File: src/include/rv_opcodes.svh
/*
 * RV32IMA encoding constants
 * major opcodes, funct3 and funct7 values, AMO funct5
 * fixed SYSTEM words (ecall, sret, mret)
 */
`ifndef RV_OPCODES_SVH
`define RV_OPCODES_SVH

// major opcodes
localparam logic [6:0] OPC_LOAD    = 7'b0000011;
localparam logic [6:0] OPC_STORE   = 7'b0100011;
localparam logic [6:0] OPC_OP      = 7'b0110011;
localparam logic [6:0] OPC_OP_IMM  = 7'b0010011;
localparam logic [6:0] OPC_BRANCH  = 7'b1100011;
localparam logic [6:0] OPC_JAL     = 7'b1101111;
localparam logic [6:0] OPC_JALR    = 7'b1100111;
localparam logic [6:0] OPC_LUI     = 7'b0110111;
localparam logic [6:0] OPC_AUIPC   = 7'b0010111;
localparam logic [6:0] OPC_SYSTEM  = 7'b1110011;
localparam logic [6:0] OPC_AMO     = 7'b0101111;

// load / store / amo widths
localparam logic [2:0] F3_B   = 3'b000;
localparam logic [2:0] F3_H   = 3'b001;
localparam logic [2:0] F3_W   = 3'b010;
localparam logic [2:0] F3_BU  = 3'b100;
localparam logic [2:0] F3_HU  = 3'b101;

// integer alu, shared by OP and OP-IMM
localparam logic [2:0] F3_ADD  = 3'b000;   // also sub
localparam logic [2:0] F3_SLL  = 3'b001;
localparam logic [2:0] F3_SLT  = 3'b010;
localparam logic [2:0] F3_SLTU = 3'b011;
localparam logic [2:0] F3_XOR  = 3'b100;
localparam logic [2:0] F3_SR   = 3'b101;   // srl / sra
localparam logic [2:0] F3_OR   = 3'b110;
localparam logic [2:0] F3_AND  = 3'b111;

// branches
localparam logic [2:0] F3_BEQ  = 3'b000;
localparam logic [2:0] F3_BNE  = 3'b001;
localparam logic [2:0] F3_BLT  = 3'b100;
localparam logic [2:0] F3_BGE  = 3'b101;
localparam logic [2:0] F3_BLTU = 3'b110;
localparam logic [2:0] F3_BGEU = 3'b111;

localparam logic [2:0] F3_JALR = 3'b000;

// csr access
localparam logic [2:0] F3_CSRRW  = 3'b001;
localparam logic [2:0] F3_CSRRS  = 3'b010;
localparam logic [2:0] F3_CSRRC  = 3'b011;
localparam logic [2:0] F3_CSRRWI = 3'b101;
localparam logic [2:0] F3_CSRRSI = 3'b110;
localparam logic [2:0] F3_CSRRCI = 3'b111;

// RV32M
localparam logic [2:0] F3_MUL    = 3'b000;
localparam logic [2:0] F3_MULH   = 3'b001;
localparam logic [2:0] F3_MULHSU = 3'b010;
localparam logic [2:0] F3_MULHU  = 3'b011;
localparam logic [2:0] F3_DIV    = 3'b100;
localparam logic [2:0] F3_DIVU   = 3'b101;
localparam logic [2:0] F3_REM    = 3'b110;
localparam logic [2:0] F3_REMU   = 3'b111;

localparam logic [6:0] F7_BASE    = 7'b0000000;
localparam logic [6:0] F7_ALT     = 7'b0100000;   // sub, sra, srai
localparam logic [6:0] F7_MULDIV  = 7'b0000001;
localparam logic [4:0] F5_AMOSWAP = 5'b00001;

// whole-word SYSTEM encodings
localparam logic [31:0] INST_ECALL = 32'h00000073;
localparam logic [31:0] INST_SRET  = 32'h10200073;
localparam logic [31:0] INST_MRET  = 32'h30200073;

`endif

File: src/core_pkg.sv
/*
 * core types for decode and operand issue
 * word, register index and tag types
 * control enums: alu, operand selects, memory, write-back, csr
 * fetch, control and issue bundles, decoder helper structs
 */
package core_pkg;

`include "rv_opcodes.svh"

typedef logic [31:0] xlen_t;
typedef logic [4:0]  reg_idx_t;
typedef logic [63:0] inst_id_t;   // opaque tag from fetch

typedef enum logic [4:0] {
    ALU_ADD, ALU_SUB, ALU_AND, ALU_OR, ALU_XOR,
    ALU_SLL, ALU_SRL, ALU_SRA, ALU_SLT, ALU_SLTU,
    ALU_JALR,
    ALU_COPY1,                                    // pass op1 through
    ALU_MUL, ALU_MULH, ALU_MULHSU, ALU_MULHU,
    ALU_DIV, ALU_DIVU, ALU_REM, ALU_REMU,
    ALU_BEQ, ALU_BNE, ALU_BLT, ALU_BGE, ALU_BLTU, ALU_BGEU
} alu_fn_e;

typedef enum logic [3:0] {
    OP1_NONE = 4'd0,
    OP1_RS1  = 4'd1,
    OP1_PC   = 4'd2,
    OP1_IMZ  = 4'd3    // csr immediate, zero-extended
} op1_sel_e;

typedef enum logic [3:0] {
    OP2_NONE = 4'd0,
    OP2_RS2  = 4'd1,
    OP2_IMI  = 4'd2,
    OP2_IMS  = 4'd3,
    OP2_IMJ  = 4'd4,
    OP2_IMU  = 4'd5
} op2_sel_e;

typedef enum logic [3:0] {
    MEM_NONE, MEM_LB, MEM_LBU, MEM_LH, MEM_LHU, MEM_LW,
    MEM_SB, MEM_SH, MEM_SW,
    MEM_AMOSWAP
} mem_fn_e;

typedef enum logic [3:0] {
    WB_NONE, WB_ALU, WB_PC, WB_CSR,
    WB_MEMB, WB_MEMBU, WB_MEMH, WB_MEMHU, WB_MEMW
} wb_sel_e;

typedef enum logic [2:0] {
    CSR_NONE, CSR_W, CSR_S, CSR_C,
    CSR_ECALL, CSR_SRET, CSR_MRET
} csr_cmd_e;

typedef struct packed {
    xlen_t    pc;
    xlen_t    inst;
    inst_id_t inst_id;
} fetch_t;

typedef struct packed {
    alu_fn_e  alu_fn;
    op1_sel_e op1_sel;
    op2_sel_e op2_sel;
    mem_fn_e  mem_fn;
    logic     rf_wen;
    wb_sel_e  wb_sel;
    reg_idx_t wb_addr;
    csr_cmd_e csr_cmd;
    logic     jmp_pc;     // jal
    logic     jmp_reg;    // jalr
    logic     br_flg;
    xlen_t    imm_b;      // sign-extended branch offset
} ctrl_t;

typedef struct packed {
    xlen_t    pc;
    inst_id_t inst_id;
    ctrl_t    ctrl;
    xlen_t    op1;
    xlen_t    op2;
    xlen_t    rs2_data;   // store / amo data
} issue_t;

// base field split of an instruction word
typedef struct packed {
    logic [6:0] funct7;
    reg_idx_t   rs2;
    reg_idx_t   rs1;
    logic [2:0] funct3;
    reg_idx_t   rd;
    logic [6:0] opcode;
} inst_fields_t;

// what one line of the opcode table sets
typedef struct packed {
    alu_fn_e  alu_fn;
    op1_sel_e op1_sel;
    op2_sel_e op2_sel;
    mem_fn_e  mem_fn;
    logic     rf_wen;
    wb_sel_e  wb_sel;
    csr_cmd_e csr_cmd;
    logic     br_flg;
} dec_row_t;

endpackage

File: src/inst_decoder.sv
/*
 * instruction decoder
 * priority wildcard table for RV32I, RV32M and AMOSWAP.W
 * jump marks, rd index, source indices and branch immediate
 */
`timescale 1ns/100ps

module inst_decoder
    import core_pkg::*;
(
    input  xlen_t    inst,
    output ctrl_t    ctrl,
    output reg_idx_t rs1,
    output reg_idx_t rs2
);

    inst_fields_t f;
    dec_row_t     row;

    function automatic dec_row_t mk(alu_fn_e fn, op1_sel_e o1, op2_sel_e o2,
                                    mem_fn_e mem, logic wen, wb_sel_e wb,
                                    csr_cmd_e csr, logic br);
        return '{alu_fn: fn, op1_sel: o1, op2_sel: o2, mem_fn: mem,
                 rf_wen: wen, wb_sel: wb, csr_cmd: csr, br_flg: br};
    endfunction

    // reg-reg and reg-imm alu ops
    function automatic dec_row_t rr_row(alu_fn_e fn);
        return mk(fn, OP1_RS1, OP2_RS2, MEM_NONE, 1'b1, WB_ALU, CSR_NONE, 1'b0);
    endfunction

    function automatic dec_row_t ri_row(alu_fn_e fn);
        return mk(fn, OP1_RS1, OP2_IMI, MEM_NONE, 1'b1, WB_ALU, CSR_NONE, 1'b0);
    endfunction

    function automatic dec_row_t ld_row(mem_fn_e mem, wb_sel_e wb);
        return mk(ALU_ADD, OP1_RS1, OP2_IMI, mem, 1'b1, wb, CSR_NONE, 1'b0);
    endfunction

    function automatic dec_row_t st_row(mem_fn_e mem);
        return mk(ALU_ADD, OP1_RS1, OP2_IMS, mem, 1'b0, WB_NONE, CSR_NONE, 1'b0);
    endfunction

    function automatic dec_row_t br_row(alu_fn_e fn);
        return mk(fn, OP1_RS1, OP2_RS2, MEM_NONE, 1'b0, WB_NONE, CSR_NONE, 1'b1);
    endfunction

    function automatic dec_row_t csr_row(op1_sel_e o1, csr_cmd_e cmd);
        return mk(ALU_COPY1, o1, OP2_NONE, MEM_NONE, 1'b1, WB_CSR, cmd, 1'b0);
    endfunction

    // ecall / sret / mret, also the nop when cmd is none
    function automatic dec_row_t sys_row(csr_cmd_e cmd);
        return mk(ALU_ADD, OP1_NONE, OP2_NONE, MEM_NONE, 1'b0, WB_NONE, cmd, 1'b0);
    endfunction

    always_comb begin
        casez (inst)
            {17'b?, F3_B,  5'b?, OPC_LOAD}:  row = ld_row(MEM_LB,  WB_MEMB);
            {17'b?, F3_BU, 5'b?, OPC_LOAD}:  row = ld_row(MEM_LBU, WB_MEMBU);
            {17'b?, F3_H,  5'b?, OPC_LOAD}:  row = ld_row(MEM_LH,  WB_MEMH);
            {17'b?, F3_HU, 5'b?, OPC_LOAD}:  row = ld_row(MEM_LHU, WB_MEMHU);
            {17'b?, F3_W,  5'b?, OPC_LOAD}:  row = ld_row(MEM_LW,  WB_MEMW);
            {17'b?, F3_B,  5'b?, OPC_STORE}: row = st_row(MEM_SB);
            {17'b?, F3_H,  5'b?, OPC_STORE}: row = st_row(MEM_SH);
            {17'b?, F3_W,  5'b?, OPC_STORE}: row = st_row(MEM_SW);

            {F7_BASE, 10'b?, F3_ADD,  5'b?, OPC_OP}: row = rr_row(ALU_ADD);
            {F7_ALT,  10'b?, F3_ADD,  5'b?, OPC_OP}: row = rr_row(ALU_SUB);
            {F7_BASE, 10'b?, F3_AND,  5'b?, OPC_OP}: row = rr_row(ALU_AND);
            {F7_BASE, 10'b?, F3_OR,   5'b?, OPC_OP}: row = rr_row(ALU_OR);
            {F7_BASE, 10'b?, F3_XOR,  5'b?, OPC_OP}: row = rr_row(ALU_XOR);
            {F7_BASE, 10'b?, F3_SLL,  5'b?, OPC_OP}: row = rr_row(ALU_SLL);
            {F7_BASE, 10'b?, F3_SR,   5'b?, OPC_OP}: row = rr_row(ALU_SRL);
            {F7_ALT,  10'b?, F3_SR,   5'b?, OPC_OP}: row = rr_row(ALU_SRA);
            {F7_BASE, 10'b?, F3_SLT,  5'b?, OPC_OP}: row = rr_row(ALU_SLT);
            {F7_BASE, 10'b?, F3_SLTU, 5'b?, OPC_OP}: row = rr_row(ALU_SLTU);

            {17'b?, F3_ADD,  5'b?, OPC_OP_IMM}: row = ri_row(ALU_ADD);
            {17'b?, F3_AND,  5'b?, OPC_OP_IMM}: row = ri_row(ALU_AND);
            {17'b?, F3_OR,   5'b?, OPC_OP_IMM}: row = ri_row(ALU_OR);
            {17'b?, F3_XOR,  5'b?, OPC_OP_IMM}: row = ri_row(ALU_XOR);
            {17'b?, F3_SLT,  5'b?, OPC_OP_IMM}: row = ri_row(ALU_SLT);
            {17'b?, F3_SLTU, 5'b?, OPC_OP_IMM}: row = ri_row(ALU_SLTU);
            {F7_BASE, 10'b?, F3_SLL, 5'b?, OPC_OP_IMM}: row = ri_row(ALU_SLL);
            {F7_BASE, 10'b?, F3_SR,  5'b?, OPC_OP_IMM}: row = ri_row(ALU_SRL);
            {F7_ALT,  10'b?, F3_SR,  5'b?, OPC_OP_IMM}: row = ri_row(ALU_SRA);

            {17'b?, F3_BEQ,  5'b?, OPC_BRANCH}: row = br_row(ALU_BEQ);
            {17'b?, F3_BNE,  5'b?, OPC_BRANCH}: row = br_row(ALU_BNE);
            {17'b?, F3_BLT,  5'b?, OPC_BRANCH}: row = br_row(ALU_BLT);
            {17'b?, F3_BGE,  5'b?, OPC_BRANCH}: row = br_row(ALU_BGE);
            {17'b?, F3_BLTU, 5'b?, OPC_BRANCH}: row = br_row(ALU_BLTU);
            {17'b?, F3_BGEU, 5'b?, OPC_BRANCH}: row = br_row(ALU_BGEU);

            {25'b?, OPC_JAL}:
                row = mk(ALU_ADD, OP1_PC, OP2_IMJ, MEM_NONE, 1'b1, WB_PC, CSR_NONE, 1'b0);
            {17'b?, F3_JALR, 5'b?, OPC_JALR}:
                row = mk(ALU_JALR, OP1_RS1, OP2_IMI, MEM_NONE, 1'b1, WB_PC, CSR_NONE, 1'b0);
            {25'b?, OPC_LUI}:
                row = mk(ALU_ADD, OP1_NONE, OP2_IMU, MEM_NONE, 1'b1, WB_ALU, CSR_NONE, 1'b0);
            {25'b?, OPC_AUIPC}:
                row = mk(ALU_ADD, OP1_PC, OP2_IMU, MEM_NONE, 1'b1, WB_ALU, CSR_NONE, 1'b0);

            {17'b?, F3_CSRRW,  5'b?, OPC_SYSTEM}: row = csr_row(OP1_RS1, CSR_W);
            {17'b?, F3_CSRRWI, 5'b?, OPC_SYSTEM}: row = csr_row(OP1_IMZ, CSR_W);
            {17'b?, F3_CSRRS,  5'b?, OPC_SYSTEM}: row = csr_row(OP1_RS1, CSR_S);
            {17'b?, F3_CSRRSI, 5'b?, OPC_SYSTEM}: row = csr_row(OP1_IMZ, CSR_S);
            {17'b?, F3_CSRRC,  5'b?, OPC_SYSTEM}: row = csr_row(OP1_RS1, CSR_C);
            {17'b?, F3_CSRRCI, 5'b?, OPC_SYSTEM}: row = csr_row(OP1_IMZ, CSR_C);
            INST_ECALL: row = sys_row(CSR_ECALL);
            INST_SRET:  row = sys_row(CSR_SRET);
            INST_MRET:  row = sys_row(CSR_MRET);

            {F7_MULDIV, 10'b?, F3_MUL,    5'b?, OPC_OP}: row = rr_row(ALU_MUL);
            {F7_MULDIV, 10'b?, F3_MULH,   5'b?, OPC_OP}: row = rr_row(ALU_MULH);
            {F7_MULDIV, 10'b?, F3_MULHSU, 5'b?, OPC_OP}: row = rr_row(ALU_MULHSU);
            {F7_MULDIV, 10'b?, F3_MULHU,  5'b?, OPC_OP}: row = rr_row(ALU_MULHU);
            {F7_MULDIV, 10'b?, F3_DIV,    5'b?, OPC_OP}: row = rr_row(ALU_DIV);
            {F7_MULDIV, 10'b?, F3_DIVU,   5'b?, OPC_OP}: row = rr_row(ALU_DIVU);
            {F7_MULDIV, 10'b?, F3_REM,    5'b?, OPC_OP}: row = rr_row(ALU_REM);
            {F7_MULDIV, 10'b?, F3_REMU,   5'b?, OPC_OP}: row = rr_row(ALU_REMU);

            // aq/rl bits ignored
            {F5_AMOSWAP, 12'b?, F3_W, 5'b?, OPC_AMO}:
                row = mk(ALU_COPY1, OP1_RS1, OP2_NONE, MEM_AMOSWAP, 1'b1, WB_MEMW,
                         CSR_NONE, 1'b0);

            default: row = sys_row(CSR_NONE);   // nop
        endcase
    end

    assign f   = inst;
    assign rs1 = f.rs1;
    assign rs2 = f.rs2;

    always_comb begin
        ctrl.alu_fn  = row.alu_fn;
        ctrl.op1_sel = row.op1_sel;
        ctrl.op2_sel = row.op2_sel;
        ctrl.mem_fn  = row.mem_fn;
        ctrl.rf_wen  = row.rf_wen;
        ctrl.wb_sel  = row.wb_sel;
        ctrl.wb_addr = f.rd;
        ctrl.csr_cmd = row.csr_cmd;
        ctrl.jmp_pc  = f.opcode == OPC_JAL;
        ctrl.jmp_reg = (f.opcode == OPC_JALR) && (f.funct3 == F3_JALR);
        ctrl.br_flg  = row.br_flg;
        ctrl.imm_b   = {{20{inst[31]}}, inst[7], inst[30:25], inst[11:8], 1'b0};
    end

endmodule

File: src/reg_file.sv
/*
 * integer register file
 * 32 x 32 bits, two async read ports, one sync write port
 * x0 reads as zero
 */
`timescale 1ns/100ps

module reg_file
    import core_pkg::*;
(
    input  logic     clk,
    input  reg_idx_t raddr1,
    output xlen_t    rdata1,
    input  reg_idx_t raddr2,
    output xlen_t    rdata2,
    input  logic     wen,
    input  reg_idx_t waddr,
    input  xlen_t    wdata
);

    xlen_t regs [32];

    always_ff @(posedge clk) begin
        if (wen && (waddr != '0)) begin
            regs[waddr] <= wdata;
        end
    end

    // x0 never written, so force its read
    assign rdata1 = (raddr1 == '0) ? '0 : regs[raddr1];
    assign rdata2 = (raddr2 == '0) ? '0 : regs[raddr2];

endmodule

File: src/operand_stage.sv
/*
 * operand stage
 * write-back forwarding, immediate build, op1/op2 select
 * issue output register
 */
`timescale 1ns/100ps

module operand_stage
    import core_pkg::*;
#(
    parameter bit FORWARD = 1'b1
) (
    input  logic     clk,
    input  logic     rst_n,
    input  logic     dec_valid,
    input  fetch_t   dec_fetch,
    input  ctrl_t    ctrl,
    input  reg_idx_t rs1,
    input  reg_idx_t rs2,
    input  xlen_t    rdata1,
    input  xlen_t    rdata2,
    input  logic     wb_en,
    input  reg_idx_t wb_addr,
    input  xlen_t    wb_data,
    output logic     issue_valid,
    output issue_t   issue
);

    xlen_t iw;
    logic  fwd1;
    logic  fwd2;
    xlen_t src1;
    xlen_t src2;
    xlen_t imm_i;
    xlen_t imm_s;
    xlen_t imm_j;
    xlen_t imm_u;
    xlen_t imm_z;
    xlen_t op1;
    xlen_t op2;

    // write-back landing at the edge that ends this cycle
    assign fwd1 = FORWARD && wb_en && (wb_addr == rs1) && (rs1 != '0);
    assign fwd2 = FORWARD && wb_en && (wb_addr == rs2) && (rs2 != '0);
    assign src1 = fwd1 ? wb_data : rdata1;
    assign src2 = fwd2 ? wb_data : rdata2;

    assign iw    = dec_fetch.inst;
    assign imm_i = {{20{iw[31]}}, iw[31:20]};
    assign imm_s = {{20{iw[31]}}, iw[31:25], iw[11:7]};
    assign imm_j = {{11{iw[31]}}, iw[31], iw[19:12], iw[20], iw[30:21], 1'b0};
    assign imm_u = {iw[31:12], 12'b0};
    assign imm_z = {27'b0, rs1};   // csr uimm sits in the rs1 field

    always_comb begin
        case (ctrl.op1_sel)
            OP1_RS1: op1 = src1;
            OP1_PC:  op1 = dec_fetch.pc;
            OP1_IMZ: op1 = imm_z;
            default: op1 = '0;
        endcase
    end

    always_comb begin
        case (ctrl.op2_sel)
            OP2_RS2: op2 = src2;
            OP2_IMI: op2 = imm_i;
            OP2_IMS: op2 = imm_s;
            OP2_IMJ: op2 = imm_j;
            OP2_IMU: op2 = imm_u;
            default: op2 = '0;
        endcase
    end

    always_ff @(posedge clk) begin
        if (!rst_n) begin
            issue_valid <= 1'b0;
        end else begin
            issue_valid <= dec_valid;
        end
    end

    always_ff @(posedge clk) begin
        if (dec_valid) begin
            issue.pc       <= dec_fetch.pc;
            issue.inst_id  <= dec_fetch.inst_id;
            issue.ctrl     <= ctrl;
            issue.op1      <= op1;
            issue.op2      <= op2;
            issue.rs2_data <= src2;
        end
    end

endmodule

File: src/decode_unit.sv
/*
 * decode and operand-issue top level
 * fetch input register, decoder, register file, operand stage
 */
`timescale 1ns/100ps

module decode_unit
    import core_pkg::*;
#(
    parameter bit FORWARD = 1'b1
) (
    input  logic     clk,
    input  logic     rst_n,
    input  logic     fetch_valid,
    input  fetch_t   fetch,
    input  logic     wb_en,
    input  reg_idx_t wb_addr,
    input  xlen_t    wb_data,
    output logic     issue_valid,
    output issue_t   issue
);

    logic     dec_valid;
    fetch_t   dec_fetch;
    ctrl_t    ctrl;
    reg_idx_t rs1;
    reg_idx_t rs2;
    xlen_t    rdata1;
    xlen_t    rdata2;

    always_ff @(posedge clk) begin
        if (!rst_n) begin
            dec_valid <= 1'b0;
        end else begin
            dec_valid <= fetch_valid;
        end
    end

    always_ff @(posedge clk) begin
        if (fetch_valid) begin
            dec_fetch <= fetch;
        end
    end

    inst_decoder u_dec (
        .inst (dec_fetch.inst),
        .ctrl (ctrl),
        .rs1  (rs1),
        .rs2  (rs2)
    );

    reg_file u_rf (
        .clk    (clk),
        .raddr1 (rs1),
        .rdata1 (rdata1),
        .raddr2 (rs2),
        .rdata2 (rdata2),
        .wen    (wb_en),
        .waddr  (wb_addr),
        .wdata  (wb_data)
    );

    operand_stage #(
        .FORWARD (FORWARD)
    ) u_ops (
        .clk         (clk),
        .rst_n       (rst_n),
        .dec_valid   (dec_valid),
        .dec_fetch   (dec_fetch),
        .ctrl        (ctrl),
        .rs1         (rs1),
        .rs2         (rs2),
        .rdata1      (rdata1),
        .rdata2      (rdata2),
        .wb_en       (wb_en),
        .wb_addr     (wb_addr),
        .wb_data     (wb_data),
        .issue_valid (issue_valid),
        .issue       (issue)
    );

endmodule

File: config.mk
export PLATFORM = sky130hd
export DESIGN_NAME = decode_unit
export DESIGN_NICKNAME = d
export VERILOG_FILES = /design/src/core_pkg.sv /design/src/inst_decoder.sv /design/src/reg_file.sv /design/src/operand_stage.sv /design/src/decode_unit.sv
export VERILOG_INCLUDE_DIRS = /design/src /design/src/include
export SDC_FILE = /design/constraint.sdc
export NUM_CORES = 1
export LEC_CHECK = 0
export BUFFER_PORTS_ARGS = -buffer_cell sky130_fd_sc_hd__buf_2
export CELL_PAD_IN_SITES_DETAIL_PLACEMENT = 1
export CELL_PAD_IN_SITES_GLOBAL_PLACEMENT = 1
export CORE_MARGIN = 2
export CORE_UTILIZATION = 55
export CTS_BUF_LIST = sky130_fd_sc_hd__clkbuf_2
export CTS_CLUSTER_DIAMETER = 50
export CTS_CLUSTER_SIZE = 40
export DETAILED_ROUTE_END_ITERATION = 10
export HOLD_SLACK_MARGIN = 0.03
export PLACE_DENSITY = 0.92
export SLEW_MARGIN = 20
export SYNTH_ARGS = -nofsm -noshare
export SYNTH_HDL_FRONTEND = slang
export SYNTH_SLANG_ARGS = --single-unit
File: constraint.sdc
create_clock -name clk -period 7.35 [get_ports clk]
set_clock_uncertainty 0.1 [all_clocks]
set_input_delay 0.735 -clock clk [delete_from_list [all_inputs] [get_ports clk]]
set_output_delay 0.735 -clock clk [all_outputs]
set_load 0.005 [all_outputs]
==> qor.yml, run 1 <==
run_status:
  status: "stopped before the end"
  outcome.stop_stage: "global routing"
  stop_error: "[ERROR GRT-0232] Routing congestion too high. Check the congestion heatmap in the GUI."
floorplanning:
  rows: 121
  boundaryPins: 427
  start_util_pct: 55.61
  die_h_um: 336.4
  die_w_um: 336.4
synth:
  synthCells: 3117
  syn_area_um2: 60780
  ys_seq_elements: 1393
  synth_edf_count: 1381
  async_flop_share_pct: 0
  synth_ff_type: "edfxtp_1"
  ys_types: 76
  synth_area_per_cell_um2: 19.50
  ys_seq_area_share_pct: 68.62
  yosysWarnings: 0
cts:
  cts_buffers: 120
  cts_max_level: 3
  cts_buffer_depth: 3
  cts_root_buf: "clkbuf_2"
  cts.sinks: 1393
  post-cts-setup-buffer-count: 0
placed_design:
  dpl_cell_area_um2: 64720
  dp_hpwl_um: 133900
  pre_cts_slack_ns: 3.149
  io_buffer_count: 422
  gp_congestion: 0.9154
global_route:
  grt.overflow.total: 16
  grt_usage_pct: 68.19
  grt_max_degree: 150
cell families after synthesis:
kind of cell / count (synthesis) / share of synthesized area [%]
flip-flops: 1393 / 68.62
multiplexers: 683 / 21.40
AO/OA/AOI/OAI: 393 / 4.522
AND/OR/NAND/NOR: 351 / 3.067
buffers and inverters: 285 / 2.225
XOR/XNOR: 11 / 0.1585
other: 1 / 0.006169
routing by layer:
| metal | overflow | track usage [%] |
|---|---|---|
| met2 | 4 | 79.85 |
| met3 | 2 | 62.66 |
| met1 | 1 | 65.81 |
| met4 | 9 | 63.30 |
| met5 | 0 | 42.34 |
synth_stat cells (8+ instances only):
master / n / share of area (%)
o21ai_1: 32 / 0.26
a21oi_1: 43 / 0.35
nor3_1: 43 / 0.35
o22ai_1: 163 / 1.7
o211ai_2: 14 / 0.29
nand3_1: 21 / 0.17
mux2i_1: 88 / 1.4
inv_1: 37 / 0.23
and4_1: 11 / 0.16
mux4_2: 482 / 18
dfxtp_1: 12 / 0.40
nand4_1: 11 / 0.11
buf_1: 20 / 0.12
a32o_1: 13 / 0.21
mux2_2: 113 / 2.1
nand2_1: 76 / 0.47
a32oi_1: 20 / 0.29
buf_2: 83 / 0.68
a22oi_1: 44 / 0.54
xnor2_1: 10 / 0.14
nand2b_1: 12 / 0.12
nor4b_1: 8 / 0.12
buf_4: 34 / 0.42
o21ai_0: 13 / 0.11
edfxtp_1: 1381 / 68
nor2_1: 98 / 0.61
clkbuf_1: 103 / 0.64
stage by stage:
| stage | hold slack, ns | utilization [%] | cells |
|---|---|---|---|
| after floorplan | 0.3003 | - | 3152 |
| after global placement | 0.3005 | 59.17 | 4881 |
| after detailed placement | 0.3063 | 59.21 | 4883 |
| after CTS | 0.06516 | 63.68 | 5409 |
what timing repair did:
| item | 4_1_cts |
|---|---|
| hold endpoints to repair | 1361 |
| hold buffers | 299 |
| gates resized for setup | 0 |
==> run 2, diff against run 1 <==
CELL_PAD_IN_SITES_DETAIL_PLACEMENT = default   (was 1)
CELL_PAD_IN_SITES_GLOBAL_PLACEMENT = default   (was 1)
CORE_UTILIZATION = 40   (was 55)
CTS_BUF_LIST = default   (was sky130_fd_sc_hd__clkbuf_2)
CTS_CLUSTER_DIAMETER = default   (was 50)
CTS_CLUSTER_SIZE = default   (was 40)
HOLD_SLACK_MARGIN = default   (was 0.03)
PLACE_DENSITY = default   (was 0.92)
PLACE_DENSITY_LB_ADDON = 0.15   (was default)
==> run 2 against run 1 <==
  * The run now ends clean
  * Synthesized cell count unchanged
  * Synthesized area unchanged
==> qor.yml, run 2 <==
sta:
  finalCritPeriodShare_pct: 54.14
  timing.final.ws_setup_ns: 3.371
  finalHoldViolCount: 0
  finalSetupViolations: 0
  hold_ws_ns: 0.05295
  fin_tns_setup_ns: 0
  final_max_slew_viol_count: 0
  tightest_slew_ns: 1.229
  rsz0062_at_grt: "no"
  fmax_mhz: 251.3
  period_minus_slack_ns: 3.979
  relSlewSlack_pct: 17.87
critical_path:
  worst_setup_path_start_kind: "register"
  crit_path_max_fanout: 85
  required_ns: 7.74
  worstSetupPathType: "register to register"
  arrival_ns: 4.37
  critPathSlowestCell: "a32oi_1"
  crit_family: "compound AO/OA/AOI/OAI gates"
  worstSetupEndpointType: "register"
  worstPathCellList: "buf_12 > mux4_2 > o22ai_1 > nor2_1 > a32oi_1 > o211ai_2"
  crit_buf_inv: 1
  max_stage_delay_ns: 0.92
synth:
  synthCells: 3117  # unchanged
  synth_most_common_cell: "edfxtp_1"
  synthAdderAreaFrac_pct: 0  # unchanged
  ys_types: 76  # unchanged
  synth_ff_type: "edfxtp_1"
  synth_top_area_share_pct: 68.22  # unchanged
  synth_area_leaders: "edfxtp_1 (68%), mux4_2 (18%), mux2_2 (2.1%), o22ai_1 (1.7%), mux2i_1 (1.4%)"
  synth_xor_area_share_pct: 0.1585  # unchanged
  synth_simple_gate_area_share_pct: 3.067  # unchanged
  synth_edf_count: 1381  # unchanged
  netlist.top_cell.by_area: "edfxtp_1"
  ys_seq_area_share_pct: 68.62  # unchanged
  syn_area_um2: 60780  # unchanged
  ys_seq_elements: 1393  # unchanged
  synth_area_per_cell_um2: 19.50  # unchanged
  synth_compound_area_share_pct: 4.522  # unchanged
  synthTopCellsByCount: "edfxtp_1 (1381), mux4_2 (482), o22ai_1 (163), mux2_2 (113), clkbuf_1 (103)"
  async_flop_share_pct: 0  # unchanged
  yosysWarnings: 0  # unchanged
  synth_top_family_by_area: "multiplexers"
  muxShareOfSynthArea_pct: 21.40  # unchanged
cells_and_area:
  largest_register_ffs: 1024
  largestRegisters: "u_rf.regs x1024, u_ops.issue x229, dec_fetch x128"
  nets: 3859
  nFillCells: 12790
  final_cell_area_um2: 71560
  post-route-util_pct: 47.27
  final_cell_mix: "edfxtp_1 (1381), mux4_2 (482), buf_2 (421)"
  drive_gt1_share_pct: 37.22
  final_common_cell: "edfxtp_1"
  largest_register: "u_rf.regs"
  area_growth_syn_to_layout_pct: 17.72
floorplanning:
  boundaryPins: 427  # unchanged
  start_util_pct: 40.16  # -15 points
  rows: 143  # +18%
  die_area_um2: 155100
  die_w_um: 393.8  # +17%
  die_h_um: 393.8  # +17%
  core-area_um2: 151400
cts:
  cts_buffers: 149  # +24%
  cts_max_level: 4  # +1
  cts-resized-gates: 0  # unchanged
  insertion_delay_ns: 0.78
  cts.sinks: 1393  # unchanged
  cts_buffer_depth: 3  # unchanged
  cts_root_buf: "clkbuf_16"
  cts_tree: "yes"
  clkTransAtPathRegs_ns: 0.06
drt:
  drtIter0Drc: 4343
  vias: 35650
  ant_nets: 0
  routed_via_density: 6.101
  firstDrtPassIters: 7
  routedWlPerCell_um: 34.25
  drcViolationCount: 0
  routed_wl_um: 200100
global_route:
  grt_max_degree: 162
  grt_pass1_wl_um: 279100
  grt_pass1_vias: 35810
  grt_usage_pct: 25.56
  grt.overflow.total: 0
  antenna_found_initial: 10
power:
  leakagePower_nw: 23.44
  irDropWorstVdd_mv: 0.1496
  pwr_density_cell_nw_per_um2: 260.5
job:
  drv_cap: 0
placed_design:
  pre_cts_slack_ns: 3.284  # +0.1351 ns
  gp_congestion: 0.8840  # -3.4%
  dp_hpwl_um: 114300  # -15%
  dpl_cell_area_um2: 65610  # +1.4%
  io_buffer_count: 422  # unchanged
run_status:
  status: "completed"
hold_path:
  hold_class: "primary input to register"
==> run 2: cell counts after synthesis <==
No cell type changed its count.
==> run 2: final timing paths <==
path / end / cells after the start / slack (ns) / start
worst min-delay path: dec_fetch[117]$_DFFE_PP_ / 1 / 0.05 / fetch[117]
worst max register to register: u_ops.issue[59]$_DFFE_PP_ / 6 / 3.37 / register
worst min register to register: u_ops.issue[219]$_DFFE_PP_ / 0 / 0.31 / dec_fetch[58]$_DFFE_PP_
worst max-delay path: u_ops.issue[59]$_DFFE_PP_ / 6 / 3.37 / register
==> run 2: stage by stage <==
| step | std cells | power [mW] |
|---|---|---|
| after global placement | 5448 | 11.33 |
| after CTS | 5839 | 18.77 |
| final | 5843 | 18.64 |
| after floorplan | 3152 | 10.48 |
| after detailed placement | 5452 | 11.33 |
| after global routing | 5842 | 19.20 |
==> run 2: logic make-up (layout without fill, tap and decap cells) <==
| family | after synthesis | after routing |
|---|---|---|
| DFF | 1393 | 1393 |
| AOI/OAI and AO/OA | 393 | 393 |
| other | 1 | 39 |
| and+or+nand+nor | 351 | 351 |
| xor gates and xnor gates | 11 | 11 |
| buffers and inverters | 285 | 943 |
| muxes | 683 | 683 |
==> run 2: report_power, final <==
| part | leakage, nW | internal (mW) | switching [mW] |
|---|---|---|---|
| Clock | 2.31 | 4.24 | 3.18 |
| Combinational | 8.34 | 0.877 | 1.15 |
| Sequential | 12.8 | 9.00 | 0.199 |
==> run 2: timing repair <==
item | 4_1_cts | 5_1_grt
buffers inserted | 0 | 0
hold endpoints to repair | 116 | 0
hold buffers | 116 | 0
==> run 2: layout make-up <==
| class | instances | area (um^2) | area share (%) |
|---|---|---|---|
| timing repair buffer | 633 | 4155 | 5.807 |
| multi-input combinational | 1474 | 18200 | 25.44 |
| clock buffer | 186 | 3889 | 5.434 |
| antenna | 3 | 7.507 | 0.01049 |
| sequential | 1393 | 41730 | 58.32 |
| tap | 2030 | 2540 | 3.549 |
| clock inverter | 85 | 879.6 | 1.229 |
| inverter | 39 | 152.6 | 0.2133 |
==> run 2: per-layer routing <==
| layer | track usage (%) | routed length [um] | share of wire (%) | vias to the layer above |
|---|---|---|---|---|
| met3 | 4.146 | 14580 | 7.3 | 326 |
| met4 | 9.195 | 7011 | 3.5 | 6 |
| met1 | 34.82 | 81170 | 41 | 19150 |
| li1 | - | - | - | 14390 |
| met2 | 41.68 | 97310 | 49 | 1776 |
| met5 | 0 | 44 | 0.022 | - |
Power figures use the tool's default switching activity.
